[src/awg_pkg.sv]
`default_nettype none

package awg_pkg;
	// waveform word and memory depth
	localparam int data_width = 8;
	localparam int address_width = 11;

	// apb address map
	localparam int apb_address_width = 13;
	// set for the memory window, clear for registers
	localparam int window_bit = 12;
	localparam int offset_width = 12;
	localparam logic [offset_width-1:0] control_offset = 12'h000;
	localparam logic [offset_width-1:0] last_address_offset = 12'h004;
	localparam logic [offset_width-1:0] status_offset = 12'h008;
	localparam int last_address_width = 8;

	// framing marker pattern
	localparam int block_length = 32;
	localparam logic [data_width-1:0] marker_value = 8'hff;

	// prbs-7, x^7 + x^6 + 1
	localparam int prbs_order = 7;
	localparam logic [prbs_order-1:0] prbs_seed = 7'h7f;
	localparam int prbs_tap_high = 6;
	localparam int prbs_tap_low = 5;

	typedef logic [data_width-1:0] wave_word_t;
	typedef logic [address_width-1:0] wave_address_t;

	// run sits in bit 0, fill_mode in bit 1, refill in bit 2
	typedef struct packed {
		logic refill;
		logic fill_mode;
		logic run;
	} control_t;

	localparam int control_width = $bits(control_t);
endpackage

`default_nettype wire
[src/wave_write_if.sv]
`default_nettype none

interface wave_write_if;
	import awg_pkg::*;

	// host request, held until ready
	logic valid;
	wave_address_t address;
	wave_word_t data;
	// low while the loader is filling
	logic ready;

	modport host (
		output valid, address, data,
		input ready
	);

	modport store (
		input valid, address, data,
		output ready
	);
endinterface

`default_nettype wire

[src/apb_registers.sv]
`default_nettype none

module apb_registers (
	input logic clock,
	input logic reset,
	input logic psel,
	input logic penable,
	input logic pwrite,
	input logic [awg_pkg::apb_address_width-1:0] paddr,
	input awg_pkg::wave_word_t pwdata,
	output awg_pkg::wave_word_t prdata,
	output logic pready,
	output logic pslverr,
	wave_write_if.host host,
	output awg_pkg::control_t control,
	output logic [awg_pkg::last_address_width-1:0] last_address,
	input logic filled
);
	import awg_pkg::*;

	logic access;
	logic in_window;
	logic reg_hit;
	logic [offset_width-1:0] offset;

	// access phase of any transfer
	assign access = psel & penable;
	assign in_window = paddr[window_bit];
	assign offset = paddr[offset_width-1:0];

	// only three defined offsets outside the window
	assign reg_hit = !in_window &&
		(offset == control_offset ||
		offset == last_address_offset ||
		offset == status_offset);

	// window writes become requests, apb holds addr and data stable
	assign host.valid = access & pwrite & in_window;
	assign host.address = paddr[address_width-1:0];
	assign host.data = pwdata;

	// window writes stretch until the loader takes them
	assign pready = access & (!(pwrite & in_window) | host.ready);

	// window is write only
	assign pslverr = access & ((in_window & !pwrite) | (!in_window & !reg_hit));

	// read mux
	always_comb begin
		prdata = '0;
		if (access && !pwrite && !in_window) begin
			case (offset)
				control_offset: prdata = {{(data_width - control_width){1'b0}}, control};
				last_address_offset: prdata = last_address;
				// bit 0 is filled, zero while a fill runs
				status_offset: prdata = {{(data_width - 1){1'b0}}, filled};
				default: prdata = '0;
			endcase
		end
	end

	always_ff @(posedge clock) begin
		if (reset) begin
			control <= '0;
			last_address <= '0;
		end else begin
			// refill is a one-clock strobe
			control.refill <= 1'b0;
			if (access && pwrite && reg_hit) begin
				case (offset)
					control_offset: control <= pwdata[control_width-1:0];
					last_address_offset: last_address <= pwdata[last_address_width-1:0];
					// status is read only
					default: begin
					end
				endcase
			end
		end
	end
endmodule

`default_nettype wire

[src/flat_wrapper.sv]
// flat-port wrapper written by rule: the top's interface ports become plain ports
module apb_registers_flat import awg_pkg::*;
  (clock, reset, psel, penable, pwrite, paddr, pwdata, prdata, pready, pslverr, control, last_address, filled, host_valid, host_address, host_data, host_ready);
  wave_write_if host_i ();
  input logic clock;
  input logic reset;
  input logic psel;
  input logic penable;
  input logic pwrite;
  input logic [awg_pkg::apb_address_width-1:0] paddr;
  input awg_pkg::wave_word_t pwdata;
  output awg_pkg::wave_word_t prdata;
  output logic pready;
  output logic pslverr;
  output awg_pkg::control_t control;
  output logic [awg_pkg::last_address_width-1:0] last_address;
  input logic filled;
  output wire logic [$bits(host_i.valid)-1:0] host_valid;
  output wire logic [$bits(host_i.address)-1:0] host_address;
  output wire logic [$bits(host_i.data)-1:0] host_data;
  input wire logic [$bits(host_i.ready)-1:0] host_ready;
  assign host_valid = host_i.valid;
  assign host_address = host_i.address;
  assign host_data = host_i.data;
  assign host_i.ready = host_ready;
  apb_registers u_core (.clock(clock), .reset(reset), .psel(psel), .penable(penable), .pwrite(pwrite), .paddr(paddr), .pwdata(pwdata), .prdata(prdata), .pready(pready), .pslverr(pslverr), .host(host_i), .control(control), .last_address(last_address), .filled(filled));
endmodule
[config.mk]
export PLATFORM = sky130hd
export DESIGN_NAME = apb_registers_flat
export DESIGN_NICKNAME = d
export VERILOG_FILES = /design/src/awg_pkg.sv /design/src/wave_write_if.sv /design/src/apb_registers.sv /design/src/flat_wrapper.sv
export SDC_FILE = /design/constraint.sdc
export NUM_CORES = 1
export LEC_CHECK = 0
export ABC_AREA = 1
export BUFFER_PORTS_ARGS = -buffer_cell sky130_fd_sc_hd__clkbuf_2
export CAP_MARGIN = 40
export CORE_UTILIZATION = 34
export CTS_CLUSTER_DIAMETER = 150
export DETAILED_ROUTE_END_ITERATION = 10
export PLACE_DENSITY = 0.81
export SLEW_MARGIN = 10
export SYNTH_ARGS = -nofsm -noshare
export SYNTH_HDL_FRONTEND = slang
export SYNTH_SLANG_ARGS = --single-unit
[constraint.sdc]
create_clock -name clock -period 1.4 [get_ports clock]
set_clock_uncertainty 0.15 [all_clocks]
set_input_delay 0.28 -clock clock [delete_from_list [all_inputs] [get_ports clock]]
set_output_delay 0.28 -clock clock [all_outputs]
set_load 0.1 [all_outputs]
==> implementation parameters, run 1 <==
Parameter                              Value

Run status
  Result of the run ... aborted with a tool error
  Failing step ... 5_1_grt
  Stop Error ... [ERROR DPL-0038] Utilization greater than 100%, impossible to legalize

Yosys
  Ys flop type ... dfxtp_1
  EDFF count, synth ... 0
  Share of cell area taken by muxes after synthesis ... 0%
  Adder-cell area share of the yosys netlist ... 0%
  Total of flip-flops plus latches after synthesis ... 11
  Area leader, netlist ... dfxtp_1
  Xor/xnor share of the synthesized area ... 0%
  Mapped Area ... 837.1 sq um
  Yosys top cell area share ... between 20% and 30%
  Post-synthesis async set-or-reset flop share ... 0%
  Number of distinct library cells after synthesis ... 15
  Synth Warn # ... 0
  Share of synthesized area occupied by flip-flops and latches ... a little over a quarter
  Synthesized netlist net count ... around 170
  Largest family of logic cells by synthesized area ... simple AND/OR/NAND/NOR gates
  Post-synthesis simple-gate area fraction ... 43.35%
  Synth Instances ... 138
  Mean area per synthesized cell ... 6.066 sq um
  Fraction of the mapped netlist area in compound gates ... 1.794%
  Top post-synthesis cells by area ... dfxtp_1 26%, buf_4 17%, nand2_1 15%
  Synth cell count leaders ... 34 x nand2_1, 34 x nor2_1, 19 x buf_4, 19 x inv_1, 11 x dfxtp_1

Clock network
  Sinks on Clock Net ... 11
  H-tree levels ... 1
  Clock tree root driver cell ... clkbuf_4
  Number of buffers created by CTS ... 3
  Hold-fix buffer count after cts ... 0
  Maximum clock insertion buffer count ... 2

STA
  Last worst endpoint in the global-route repair_timing ... prdata[1]
  Category of the worst endpoint ... output port

Floorplan
  X dimension of the die ... about 52 microns
  Initial core utilization ... 36.78%
  Standard-cell row count ... 17
  Top-level port count ... 69
  Die extent in y ... 51.62 microns

Placed design
  Count of input and output buffers ... 68
  Placer congestion estimate ... between 0.7 and 0.8
  Half-perimeter wire length after placement ... slightly above 3000 microns

Global routing
  Maximum number of pins on one net before global-route repair ... 12
-- through the flow --
| stage | instances | worst slack [ns] | hold slack (ns) | cell area (sq um) | util [%] |
|---|---|---|---|---|---|
| 3_5_place_dp | 241 | -0.5894 | 0.3916 | 2024 | 88.95 |
| 2_1_floorplan | 138 | -0.6586 | 0.2485 | 978.4 | - |
| 3_3_place_gp | 241 | -0.4631 | 0.3637 | 2024 | 88.95 |
| 4_1_cts | 251 | -0.4493 | 0.1494 | 2211 | 97.14 |
-- cell families after synthesis --
family	after synthesis
AO/OA/AOI/OAI	3
buffers and inverters	40
AND/OR/NAND/NOR	84
flip-flops	11
-- repair_timing --
| item | CTS |
|---|---|
| setup endpoints to repair | 21 |
| endpoints found under the hold margin | 0 |
| resized for setup | 33 |
| pin swaps | 13 |
| buffers inserted | 6 |
==> run 2: changes to the inputs <==
--- a/config.mk
+++ b/config.mk
@@ -8,10 +8,9 @@
 export ABC_AREA = 1
 export BUFFER_PORTS_ARGS = -buffer_cell sky130_fd_sc_hd__clkbuf_2
 export CAP_MARGIN = 40
-export CORE_UTILIZATION = 34
-export CTS_CLUSTER_DIAMETER = 150
+export CORE_UTILIZATION = 20
 export DETAILED_ROUTE_END_ITERATION = 10
-export PLACE_DENSITY = 0.81
+export PLACE_DENSITY_LB_ADDON = 0.15
 export SLEW_MARGIN = 10
 export SYNTH_ARGS = -nofsm -noshare
 export SYNTH_HDL_FRONTEND = slang
==> constraint.sdc (replaced) <==
create_clock -name clock -period 1.8 [get_ports clock]
set_clock_uncertainty 0.15 [all_clocks]
set_input_delay 0.36 -clock clock [delete_from_list [all_inputs] [get_ports clock]]
set_output_delay 0.36 -clock clock [all_outputs]
set_load 0.1 [all_outputs]
==> implementation parameters, run 2 <==
Parameter                              Value

Run status
  Result of the run ... finished with violations (was aborted with a tool error)
  Violated checks ... negative setup slack

STA
  Final max-slew violation count ... 0
  Min setup slack post-route ... -0.1525 ns
  Fin crit share ... 108.5%
  Setup repair after global routing missed its margin ... yes
  Slew at the pin closest to its max-slew limit ... between 0.5 and 0.6 ns
  Count of endpoints failing hold in the final timing report ... 0
  Post-layout minimum cycle time ... 1.952 ns
  Final setup violation count ... 9
  Slew Limit Headroom ... 63.65%
  Sum Neg Setup Slack ... -0.8957 ns
  Maximum clock frequency ... 512.2 MHz

Yosys
  Ys flop type ... dfxtp_1 (unchanged)
  Share of synthesized area occupied by flip-flops and latches ... 26.31% (unchanged)
  Post-synthesis async set-or-reset flop share ... 0% (unchanged)
  Synthesized netlist net count ... 166 (unchanged)
  Mean area per synthesized cell ... 6.066 sq um (unchanged)
  Total of flip-flops plus latches after synthesis ... 11 (unchanged)
  Mapped Area ... 837.1 sq um (unchanged)
  EDFF count, synth ... 0 (unchanged)
  Yosys top cell area share ... 26.31% (unchanged)
  Synth Instances ... 138 (unchanged)
  Synth Warn # ... 0 (unchanged)
  Synth cell count leaders ... 34 x nand2_1, 34 x nor2_1, 19 x buf_4, 19 x inv_1, 11 x dfxtp_1 (unchanged)
  Top post-synthesis cells by area ... dfxtp_1 26%, buf_4 17%, nand2_1 15% (unchanged)
  Area leader, netlist ... dfxtp_1 (unchanged)
  Number of distinct library cells after synthesis ... 15 (unchanged)

Layout
  Synthesis-to-layout area growth ... 106.9%
  Flip-flop count of the largest register, all copies and words added ... 8
  Diode insertion count for antenna repair ... 0
  Share of cells above drive strength 1 ... 67.63%
  Largest reg by FF count ... u_core.last_address
  Nets ... 236
  Top Registers ... u_core.last_address (8), u_core.control (3)
  Non-filler instance count after layout ... between 200 and 300
  Commonest cells after routing, fill and taps aside ... 34 x clkbuf_2, 34 x buf_4, 25 x nand2_1

Floorplan
  Die extent in y ... 66.70 microns (was 51.62 microns)
  Top-level port count ... 69 (unchanged)
  Standard-cell row count ... 23 (was 17)
  Die outline area ... between 4000 and 5000 sq um
  X dimension of the die ... 66.70 microns (was 51.62 microns)
  Standard cell core area ... roughly 4000 sq um
  Initial core utilization ... 20.93% (was 36.78%)

Clock network
  Worst-skew pair later-pin latency ... 0.24 ns
  Sinks on Clock Net ... 11 (unchanged)
  Hold-fix buffer count after cts ... 0 (unchanged)
  Maximum clock insertion buffer count ... 2 (unchanged)
  CTS tree ... built
  Clk pin slew, worst setup/hold paths ... approximately 0.05 ns
  Clock tree root driver cell ... clkbuf_8 (was clkbuf_4)
  H-tree levels ... 1 (unchanged)
  Number of buffers created by CTS ... 3 (unchanged)

Placed design
  Number of placed instances with taps included ... 252 (was 241)
  Half-perimeter wire length after placement ... 2004 microns (was 3084 microns)
  Placer congestion estimate ... 0.6837 (was 0.7837)
  Count of input and output buffers ... 68 (unchanged)

Setup path
  Number of cells traversed by the worst register-to-register path ... 4
  Type of destination of the critical path ... primary output
  CP arrival ... 1.44 ns
  Endpoint required time on the critical path ... 1.29 ns
  Critical path peak fanout ... 4
  Worst setup path class ... in2out
  Critical path startpoint category ... input port

Drt
  First-pass iteration count of the detailed router ... 4
  Via count ... slightly above 1k
  Antenna violation net count after detailed routing ... 0
  Average routed wire per standard cell ... 9.502 microns
  Number of DRC markers after the initial detailed-route iteration ... 7
  Total length of routed wires ... 2442 microns
  Total DRC errors in the routed layout ... 0
  Number of vias per cell after detailed routing ... approximately 4.0

Global routing
  Number of antenna violations at the first check in global routing ... 0
  Maximum number of pins on one net before global-route repair ... 17
  Via count of the first global-routing pass ... ~920
  Grt ovf ... 0
  All-layer global routing usage ... 11.35%
  First-pass GRT wire length ... 3898 microns

Job
  Max_cap viols ... 0

Power and ir drop
  Leakage power ... 0.0009400 uW
  Power density over the cells ... 486.0 nW/um^2
  Max VDD drop ... 0.2891 mV

Min path
  Cells on Worst Hold Path ... 3
  Worst min path class ... in2reg
[run 2: cell counts after synthesis]
No cell type changed its count.
[run 2: cell families after synthesis]
family | Yosys count | share of synthesized area (%)
compound gates | 3 | 1.793
buf+inv | 40 | 28.55
simple gates | 84 | 43.35
flops | 11 | 26.31
[run 2: worst max-delay path: stages]
cell,delay (ns)
buf_8,0.10
nor2_4,0.09
nand2_2,0.07
nor2_4,0.17
nand2_4,0.11
buf_12,0.14
nor3_4,0.20
buf_12,0.20
[run 2: routing by layer]
layer,up-vias,GRT usage [%],share of wire [%]
li1,538,-,-
met3,4,2.055,7.5
met4,0,4.787,1.1
met1,453,14.43,44
met2,42,18.56,47
met5,-,0,0
[run 2: path summary, 6_finish.rpt]
path	startpoint	end	slack, ns
min	pwdata[6]	u_core.last_address[6]	0.20
min reg2reg	u_core.last_address[0]	u_core.last_address[0]	0.38
max reg2reg	u_core.last_address[7]	u_core.last_address[7]	0.96
max	paddr[6]	prdata[3]	-0.15
[run 2: cell type report]
cell class | instances | area (sq um)
Inverter | 19 | 82.58
Timing Repair Buffer | 86 | 739.5
Fill cell | 428 | 2268
Multi-Input combinational cell | 87 | 568.0
Sequential cell | 11 | 234.0
Clock buffer | 4 | 45.04
Tap cell | 50 | 62.56
[run 2: where the power goes]
| part | internal (uW) | switching [uW] |
|---|---|---|
| clock network | 156 | 98.4 |
| registers | 244 | 0.00441 |
| logic | 93.0 | 251 |
| total | 493 | 349 |
[run 2: timing repair]
item                                    in CTS  in global routing
pin swaps                                    9                  6
buffers inserted                             1                  0
resized for setup                           18                 18
endpoints found under the hold margin        0                  0
endpoints found under the setup margin       9                  9
[run 2: stage by stage]
stage                     cell area (sq um)  hold WS [ns]  worst slack, ns  utilization (%)  total power [uW]
after floorplan                       968.4        0.3285          -0.4242                -             501.6
after global routing                   1732        0.2149          -0.2247            43.29             880.5
after global placement                 1569        0.3715          -0.1951            39.22             578.5
final                                  1732        0.2033          -0.1525            43.29             841.7
after detailed placement               1569        0.3703          -0.1942            39.22             579.3
after CTS                              1687        0.2030          -0.1579            42.16             844.7
No activity file was read; power rests on OpenSTA's default activity.
==> run 3: changes to the inputs <==
--- a/config.mk
+++ b/config.mk
@@ -5,7 +5,6 @@
 export SDC_FILE = /design/constraint.sdc
 export NUM_CORES = 1
 export LEC_CHECK = 0
-export ABC_AREA = 1
 export BUFFER_PORTS_ARGS = -buffer_cell sky130_fd_sc_hd__clkbuf_2
 export CAP_MARGIN = 40
 export CORE_UTILIZATION = 20
==> implementation parameters, run 3 <==
Parameter                              Value

Yosys
  Mean area per synthesized cell ... 7.961 sq um (was 6.066 sq um)
  Share of synthesized area occupied by flip-flops and latches ... 27.12% (was 26.31%)
  Post-synthesis async set-or-reset flop share ... 0% (unchanged)
  EDFF count, synth ... 0 (unchanged)
  Xor/xnor share of the synthesized area ... 0% (unchanged)
  Most frequent cell after synthesis ... buf_4
  Synth Warn # ... 0 (unchanged)
  Number of distinct library cells after synthesis ... 24 (was 15)
  Synthesized netlist net count ... 130 (was 166)
  Largest family of logic cells by synthesized area ... simple AND/OR/NAND/NOR gates (unchanged)
  Share of cell area taken by muxes after synthesis ... 3.698% (was 0%)
  Fraction of the mapped netlist area in compound gates ... 14.48% (was 1.794%)
  Ys flop type ... dfxtp_1 (unchanged)
  Mapped Area ... 812.0 sq um (was 837.1 sq um)
  Adder-cell area share of the yosys netlist ... 0% (unchanged)
  Area leader, netlist ... dfxtp_1 (unchanged)
  Top post-synthesis cells by area ... dfxtp_1 27%, buf_4 18%, nand4_1 7.7% (was dfxtp_1 26%, buf_4 17%, nand2_1 15%)
  Total of flip-flops plus latches after synthesis ... 11 (unchanged)
  Post-synthesis simple-gate area fraction ... 32.82% (was 43.35%)
  Yosys top cell area share ... 27.12% (was 26.31%)
  Synth cell count leaders ... 19 x buf_4, 12 x a21oi_1, 11 x dfxtp_1, 10 x nand4_1, 10 x o21ai_0 (was 34 x nand2_1, 34 x nor2_1, 19 x buf_4, 19 x inv_1, 11 x dfxtp_1)
  Synth Instances ... 102 (was 138)

Global routing
  Met2 Resource Use GR ... 19.52% (was 18.56%)
  Number of antenna violations at the first check in global routing ... 0 (unchanged)
  GRT Max-Usage Layer ... met2 (unchanged)
  All-layer global routing usage ... 11.91% (was 11.35%)
  Maximum number of pins on one net before global-route repair ... 12 (was 17)
  Met1 track demand over resource ... 15.47% (was 14.43%)
  Via count of the first global-routing pass ... 872 (was 915)
  Grt ovf ... 0 (unchanged)
  Met3 capacity usage during global routing ... 2.604% (was 2.055%)
  First-pass GRT wire length ... 3974 microns (was 3898 microns)

Drt
  Total DRC errors in the routed layout ... 0 (unchanged)
  Number of vias per cell after detailed routing ... 4.529 (was 4.035)
  Antenna violation net count after detailed routing ... 0 (unchanged)
  Number of DRC markers after the initial detailed-route iteration ... 22 (was 7)
  First-pass iteration count of the detailed router ... 4 (unchanged)
  Average routed wire per standard cell ... 12.12 microns (was 9.502 microns)
  Total length of routed wires ... 2545 microns (was 2442 microns)
  Via count ... 951 (was 1037)

Setup path
  CP arrival ... 1.61 ns (was 1.44 ns)
  Worst setup path class ... in2out (unchanged)
  Slowest CP cell ... nor4_4 (was nor3_4)
  CP bufs+invs ... 3 (unchanged)
  Critical path startpoint category ... input port (unchanged)
  CP top delay family ... simple AND/OR/NAND/NOR gates (unchanged)
  WP depth ... 7 (was 8)
  Cells along the critical path ... buf_8 -> nor4_4 -> nand4_2 -> nor3b_2 -> buf_4 -> and2_4 -> buf_12 (was buf_8 -> nor2_4 -> nand2_2 -> nor2_4 -> nand2_4 -> buf_12 -> nor3_4 -> buf_12)
  Number of cells traversed by the worst register-to-register path ... 2 (was 4)
  Type of destination of the critical path ... primary output (unchanged)
  Crit path largest cell delay ... 0.28 ns (was 0.20 ns)
  Endpoint required time on the critical path ... 1.29 ns (about the same)
  Critical path peak fanout ... 5 (was 4)

Floorplan
  X dimension of the die ... 65.72 microns (was 66.70 microns)
  Die extent in y ... 65.72 microns (was 66.70 microns)
  Initial core utilization ... 21.53% (was 20.93%)
  Top-level port count ... 69 (unchanged)
  Standard cell core area ... 3771 sq um (was 4000 sq um)
  Standard-cell row count ... 22 (was 23)
  Die outline area ... 4319 sq um (was 4448 sq um)

Power and ir drop
  Total power after layout ... 839.9 uW (was 841.7 uW)
  Clock Power Share ... 29.5% (was 30.2%)
  Switching pwr ... 343.9 uW (was 349.1 uW)
  Leakage power ... 0.0006823 uW (was 0.0009400 uW)
  Net Sw Frac ... 40.95% (was 41.48%)
  Internal power ... 496.0 uW (was 492.6 uW)
  Power density over the cells ... 553.0 nW/um^2 (was 486.0 nW/um^2)
  Power share of the sequential group ... 29.0% (was 28.9%)
  Part of the power in combinational logic ... 41.5% (was 40.8%)
  Max VDD drop ... 0.2134 mV (was 0.2891 mV)

Layout
  Count of fill cells added during filler insertion ... 370 (was 428)
  Nets ... 191 (was 236)
  Area of combinational cells with multiple inputs ... 488.0 sq um (was 568.0 sq um)
  Flip-flop count of the largest register, all copies and words added ... 8 (unchanged)
  Largest reg by FF count ... u_core.last_address (unchanged)
  Area taken by flip-flops and latches ... 234.0 sq um (unchanged)
  Share of cells above drive strength 1 ... 70.99% (was 67.63%)
  Commonest cells after routing, fill and taps aside ... 36 x clkbuf_2, 30 x buf_4, 13 x buf_12 (was 34 x clkbuf_2, 34 x buf_4, 25 x nand2_1)
  Non-filler instance count after layout ... 210 (was 257)
  Synthesis-to-layout area growth ... 87.06% (was 106.9%)
  Fin area ... 1519 sq um (was 1732 sq um)
  Top Registers ... u_core.last_address (8), u_core.control (3) (unchanged)
  Diode insertion count for antenna repair ... 0 (unchanged)
  Commonest non-fill, non-tap cell in the layout ... clkbuf_2
  Share of the core filled with cells ... 40.28% (was 43.29%)

Clock network
  Clk pin slew, worst setup/hold paths ... 0.05 ns (about the same)
  Clock tree root driver cell ... clkbuf_8 (unchanged)
  Worst-skew pair later-pin latency ... 0.23 ns (was 0.24 ns)
  H-tree levels ... 1 (unchanged)
  Number of buffers created by CTS ... 3 (unchanged)
  Sinks on Clock Net ... 11 (unchanged)
  Maximum clock insertion buffer count ... 2 (unchanged)
  CTS tree ... built (unchanged)
  Hold-fix buffer count after cts ... 0 (unchanged)
  Buffers inserted by post-CTS timing repair ... 0 (was 1)

Job
  Max_cap viols ... 0 (unchanged)

Min path
  Worst min path class ... in2reg (unchanged)
  Cells on Worst Hold Path ... 3 (unchanged)

Placed design
  Area of placed instances ... 1456 sq um (was 1569 sq um)
  Half-perimeter wire length after placement ... 2087 microns (was 2004 microns)
  Placer congestion estimate ... 0.7347 (was 0.6837)
  Number of placed instances with taps included ... 206 (was 252)
  Count of input and output buffers ... 68 (unchanged)

STA
  Fin crit share ... 117.7% (was 108.5%)
  Slew Limit Headroom ... 63.82% (was 63.65%)
  Count of endpoints failing hold in the final timing report ... 0 (unchanged)
  Final setup violation count ... 8 (was 9)
  Slew at the pin closest to its max-slew limit ... 0.5451 ns (was 0.5476 ns)
  Final max-slew violation count ... 0 (unchanged)
  Post-layout minimum cycle time ... 2.118 ns (was 1.952 ns)
  Maximum clock frequency ... 472.2 MHz (was 512.2 MHz)
  Setup repair after global routing missed its margin ... yes (unchanged)
  Min setup slack post-route ... -0.3177 ns (was -0.1525 ns)

Run status
  Result of the run ... finished with violations (unchanged)
  Violated checks ... negative setup slack (unchanged)
## run 3: worst reg2reg max path: cells and delay by family (launching register included)
kind	cells	cell delay, ns
flip-flops	1	0.34
AO/OA/AOI/OAI	2	0.23
## run 3: per-stage QoR
stage          hold WS, ns  worst slack [ns]  TNS, ns
6_report            0.2190           -0.3177   -2.396
5_1_grt             0.2193           -0.4210   -3.182
3_5_place_dp        0.3244           -0.3648   -2.736
3_3_place_gp        0.3190           -0.3349   -2.566
2_1_floorplan       0.2740           -0.5709   -2.102
4_1_cts             0.2174           -0.3643   -2.738
## run 3: path summary, 6_finish.rpt
| kind | start | to | slack [ns] |
|---|---|---|---|
| setup / recovery | paddr[5] | prdata[7] | -0.32 |
| hold / removal | pwdata[5] | u_core.last_address[5] | 0.22 |
| setup reg to reg | u_core.last_address[7] | u_core.last_address[7] | 1.01 |
| hold reg to reg | u_core.last_address[5] | u_core.last_address[5] | 0.33 |
## run 3: layout make-up
type                            count  area share [%]
Timing Repair Buffer               81           45.55
Multi-Input combinational cell     66           32.13
Sequential cell                    11           15.40
Tap cell                           48           3.954
Clock buffer                        4           2.965
## run 3: power groups by stage
stage               registers, uW  clock network (uW)  logic [uW]
CTS                           244                 251         348
finish                        244                 248         348
global route                  243                 265         360
global placement              249                   0         344
detailed placement            249                   0         346
floorplan                     249                   0         257
## run 3: kinds of logic (layout without fill, tap and decap cells)
logic type,after synthesis,after routing
buffers and inverters,25,85
multiplexers,3,3
flip-flops,11,11
AND/OR/NAND/NOR,40,40
AO/OA/AOI/OAI,23,23
## run 3: layer usage
layer	part of all wire (%)	vias to the layer above
li1	-	471
met1	43	441
met2	49	35
met3	6.4	4
met4	0.75	0
met5	0	-
## run 3: timing repair
action / in CTS / in global routing
resized for setup: 2 / 4
pin swaps: 4 / 3
setup endpoints to repair: 9 / 9
gates cloned: 0 / 0
==> run 4: changes to the inputs <==
--- a/config.mk
+++ b/config.mk
@@ -7,9 +7,12 @@
 export LEC_CHECK = 0
 export BUFFER_PORTS_ARGS = -buffer_cell sky130_fd_sc_hd__clkbuf_2
 export CAP_MARGIN = 40
+export CORE_MARGIN = 4
 export CORE_UTILIZATION = 20
 export DETAILED_ROUTE_END_ITERATION = 10
+export HOLD_SLACK_MARGIN = 0.08
 export PLACE_DENSITY_LB_ADDON = 0.15
+export SKIP_CTS_REPAIR_TIMING = 1
 export SLEW_MARGIN = 10
 export SYNTH_ARGS = -nofsm -noshare
 export SYNTH_HDL_FRONTEND = slang
==> implementation parameters, run 4 (synthesis results as in run 3) <==
Parameter                              Value

Layout
  Commonest non-fill, non-tap cell in the layout ... clkbuf_2 (unchanged)
  Share of the core filled with cells ... 40.18% (was 40.28%)
  Commonest cells after routing, fill and taps aside ... 36 x clkbuf_2, 31 x buf_4, 13 x buf_12 (was 36 x clkbuf_2, 30 x buf_4, 13 x buf_12)
  Non-filler instance count after layout ... 211 (was 210)
  Synthesis-to-layout area growth ... 87.98% (was 87.06%)
  Top Registers ... u_core.last_address (8), u_core.control (3) (unchanged)
  Flip-flop count of the largest register, all copies and words added ... 8 (unchanged)
  Diode insertion count for antenna repair ... 0 (unchanged)
  Share of cells above drive strength 1 ... 71.17% (was 70.99%)
  Nets ... 192 (was 191)
  Largest reg by FF count ... u_core.last_address (unchanged)

Placed design
  Number of placed instances with taps included ... 207 (was 206)
  Count of input and output buffers ... 68 (unchanged)
  Placer congestion estimate ... 0.7465 (was 0.7347)
  Half-perimeter wire length after placement ... 2266 microns (was 2087 microns)
  Pre-CTS setup slack ... -0.3644 ns (was -0.3648 ns)

Drt
  Number of vias per cell after detailed routing ... 4.408 (was 4.529)
  Total DRC errors in the routed layout ... 0 (unchanged)
  Average routed wire per standard cell ... 13.14 microns (was 12.12 microns)
  Total length of routed wires ... 2772 microns (was 2545 microns)
  Antenna violation net count after detailed routing ... 0 (unchanged)
  Via count ... 930 (was 951)
  First-pass iteration count of the detailed router ... 4 (unchanged)
  Number of DRC markers after the initial detailed-route iteration ... 32 (was 22)

Setup path
  Slowest CP cell ... nor4_4 (unchanged)
  CP arrival ... 1.63 ns (was 1.61 ns)
  Cells along the critical path ... buf_8 -> nor4_4 -> nand4_2 -> nor3b_2 -> buf_4 -> and2_4 -> buf_12 (unchanged)
  Type of destination of the critical path ... primary output (unchanged)
  Endpoint required time on the critical path ... 1.29 ns (about the same)
  Worst setup path class ... in2out (unchanged)
  Critical path peak fanout ... 5 (unchanged)
  Critical path startpoint category ... input port (unchanged)
  Crit path largest cell delay ... 0.29 ns (was 0.28 ns)
  Number of cells traversed by the worst register-to-register path ... 2 (unchanged)

Run status
  Result of the run ... finished with violations (unchanged)
  Violated checks ... negative setup slack (unchanged)

Floorplan
  Standard-cell row count ... 22 (unchanged)
  Standard cell core area ... 3799 sq um (was 3771 sq um)
  Initial core utilization ... 21.38% (was 21.53%)
  X dimension of the die ... 71.72 microns (was 65.72 microns)
  Top-level port count ... 69 (unchanged)
  Die extent in y ... 71.72 microns (was 65.72 microns)
  Die outline area ... 5144 sq um (was 4319 sq um)

STA
  Setup repair after global routing missed its margin ... yes (unchanged)
  Maximum clock frequency ... 466.8 MHz (was 472.2 MHz)
  Post-route worst hold slack ... 0.2273 ns (was 0.2190 ns)
  Post-layout minimum cycle time ... 2.142 ns (was 2.118 ns)
  Slew at the pin closest to its max-slew limit ... 0.5485 ns (was 0.5451 ns)
  Count of endpoints failing hold in the final timing report ... 0 (unchanged)
  Fin crit share ... 119.0% (was 117.7%)
  Final setup violation count ... 9 (was 8)
  Final max-slew violation count ... 0 (unchanged)
  Min setup slack post-route ... -0.3423 ns (was -0.3177 ns)
  Slew Limit Headroom ... 63.59% (was 63.82%)

Global routing
  Via count of the first global-routing pass ... 927 (was 872)
  Maximum number of pins on one net before global-route repair ... 12 (unchanged)
  All-layer global routing usage ... 9.971% (was 11.91%)
  First-pass GRT wire length ... 4153 microns (was 3974 microns)
  Number of antenna violations at the first check in global routing ... 0 (unchanged)
  Grt ovf ... 0 (unchanged)

Clock network
  H-tree levels ... 1 (unchanged)
  Clock tree root driver cell ... clkbuf_8 (unchanged)
  CTS tree ... built (unchanged)
  Sinks on Clock Net ... 11 (unchanged)
  Clk pin slew, worst setup/hold paths ... 0.05 ns (about the same)
  Maximum clock insertion buffer count ... 2 (unchanged)
  Number of buffers created by CTS ... 3 (unchanged)
  Worst-skew pair later-pin latency ... 0.23 ns (about the same)

Job
  Max_cap viols ... 0 (unchanged)

Min path
  Worst min path class ... in2reg (unchanged)
  Cells on Worst Hold Path ... 3 (unchanged)

Power and ir drop
  Leakage power ... 0.0006876 uW (was 0.0006823 uW)
  Max VDD drop ... 0.3909 mV (was 0.2134 mV)
  Power density over the cells ... 547.8 nW/um^2 (was 553.0 nW/um^2)
[run 4: final timing paths]
path | from | end | slack (ns)
hold / removal | pwdata[3] | u_core.last_address[3] | 0.23
hold reg to reg | u_core.control[1] | u_core.control[1] | 0.33
setup / recovery | paddr[6] | prdata[6] | -0.34
setup reg to reg | u_core.last_address[1] | u_core.last_address[1] | 1.01
[run 4: per-layer routing]
layer  global-route usage [%]  wire, microns
met5                        0              0
met4                    1.879              8
met3                    2.805            208
met2                    17.76           1431
met1                    11.93           1124
[run 4: critical path, delay by kind of cell]
family	cells	cell delay, ns
buf+inv	3	0.43
simple gates	4	0.83
[run 4: where the power goes]
part / total, uW / switching, uW / internal (uW) / leakage, uW
sequential: 244 / 0.00281 / 244 / 0.0000943
clock: 243 / 87.7 / 155 / 0.0000228
combinational: 350 / 252 / 97.8 / 0.000571
total: 836 / 339 / 497 / 0.000688
[run 4: cell type report]
cell class / count / area, sq um
fillers: 387 / 2272
flip-flops and latches: 11 / 234.0
well taps: 48 / 60.06
repair buffers: 82 / 699.4
multi-input cells: 66 / 488.0
clock buffers: 4 / 45.04
[run 4: per-stage QoR]
step | total power (uW) | instance area, sq um | TNS, ns
after floorplan | 505.4 | 904.6 | -2.102
after global placement | 595.6 | 1464 | -2.518
after detailed placement | 595.7 | 1464 | -2.668
after CTS | 843.2 | 1509 | -2.724
after global routing | 871.9 | 1526 | -3.192
final | 836.2 | 1526 | -2.576
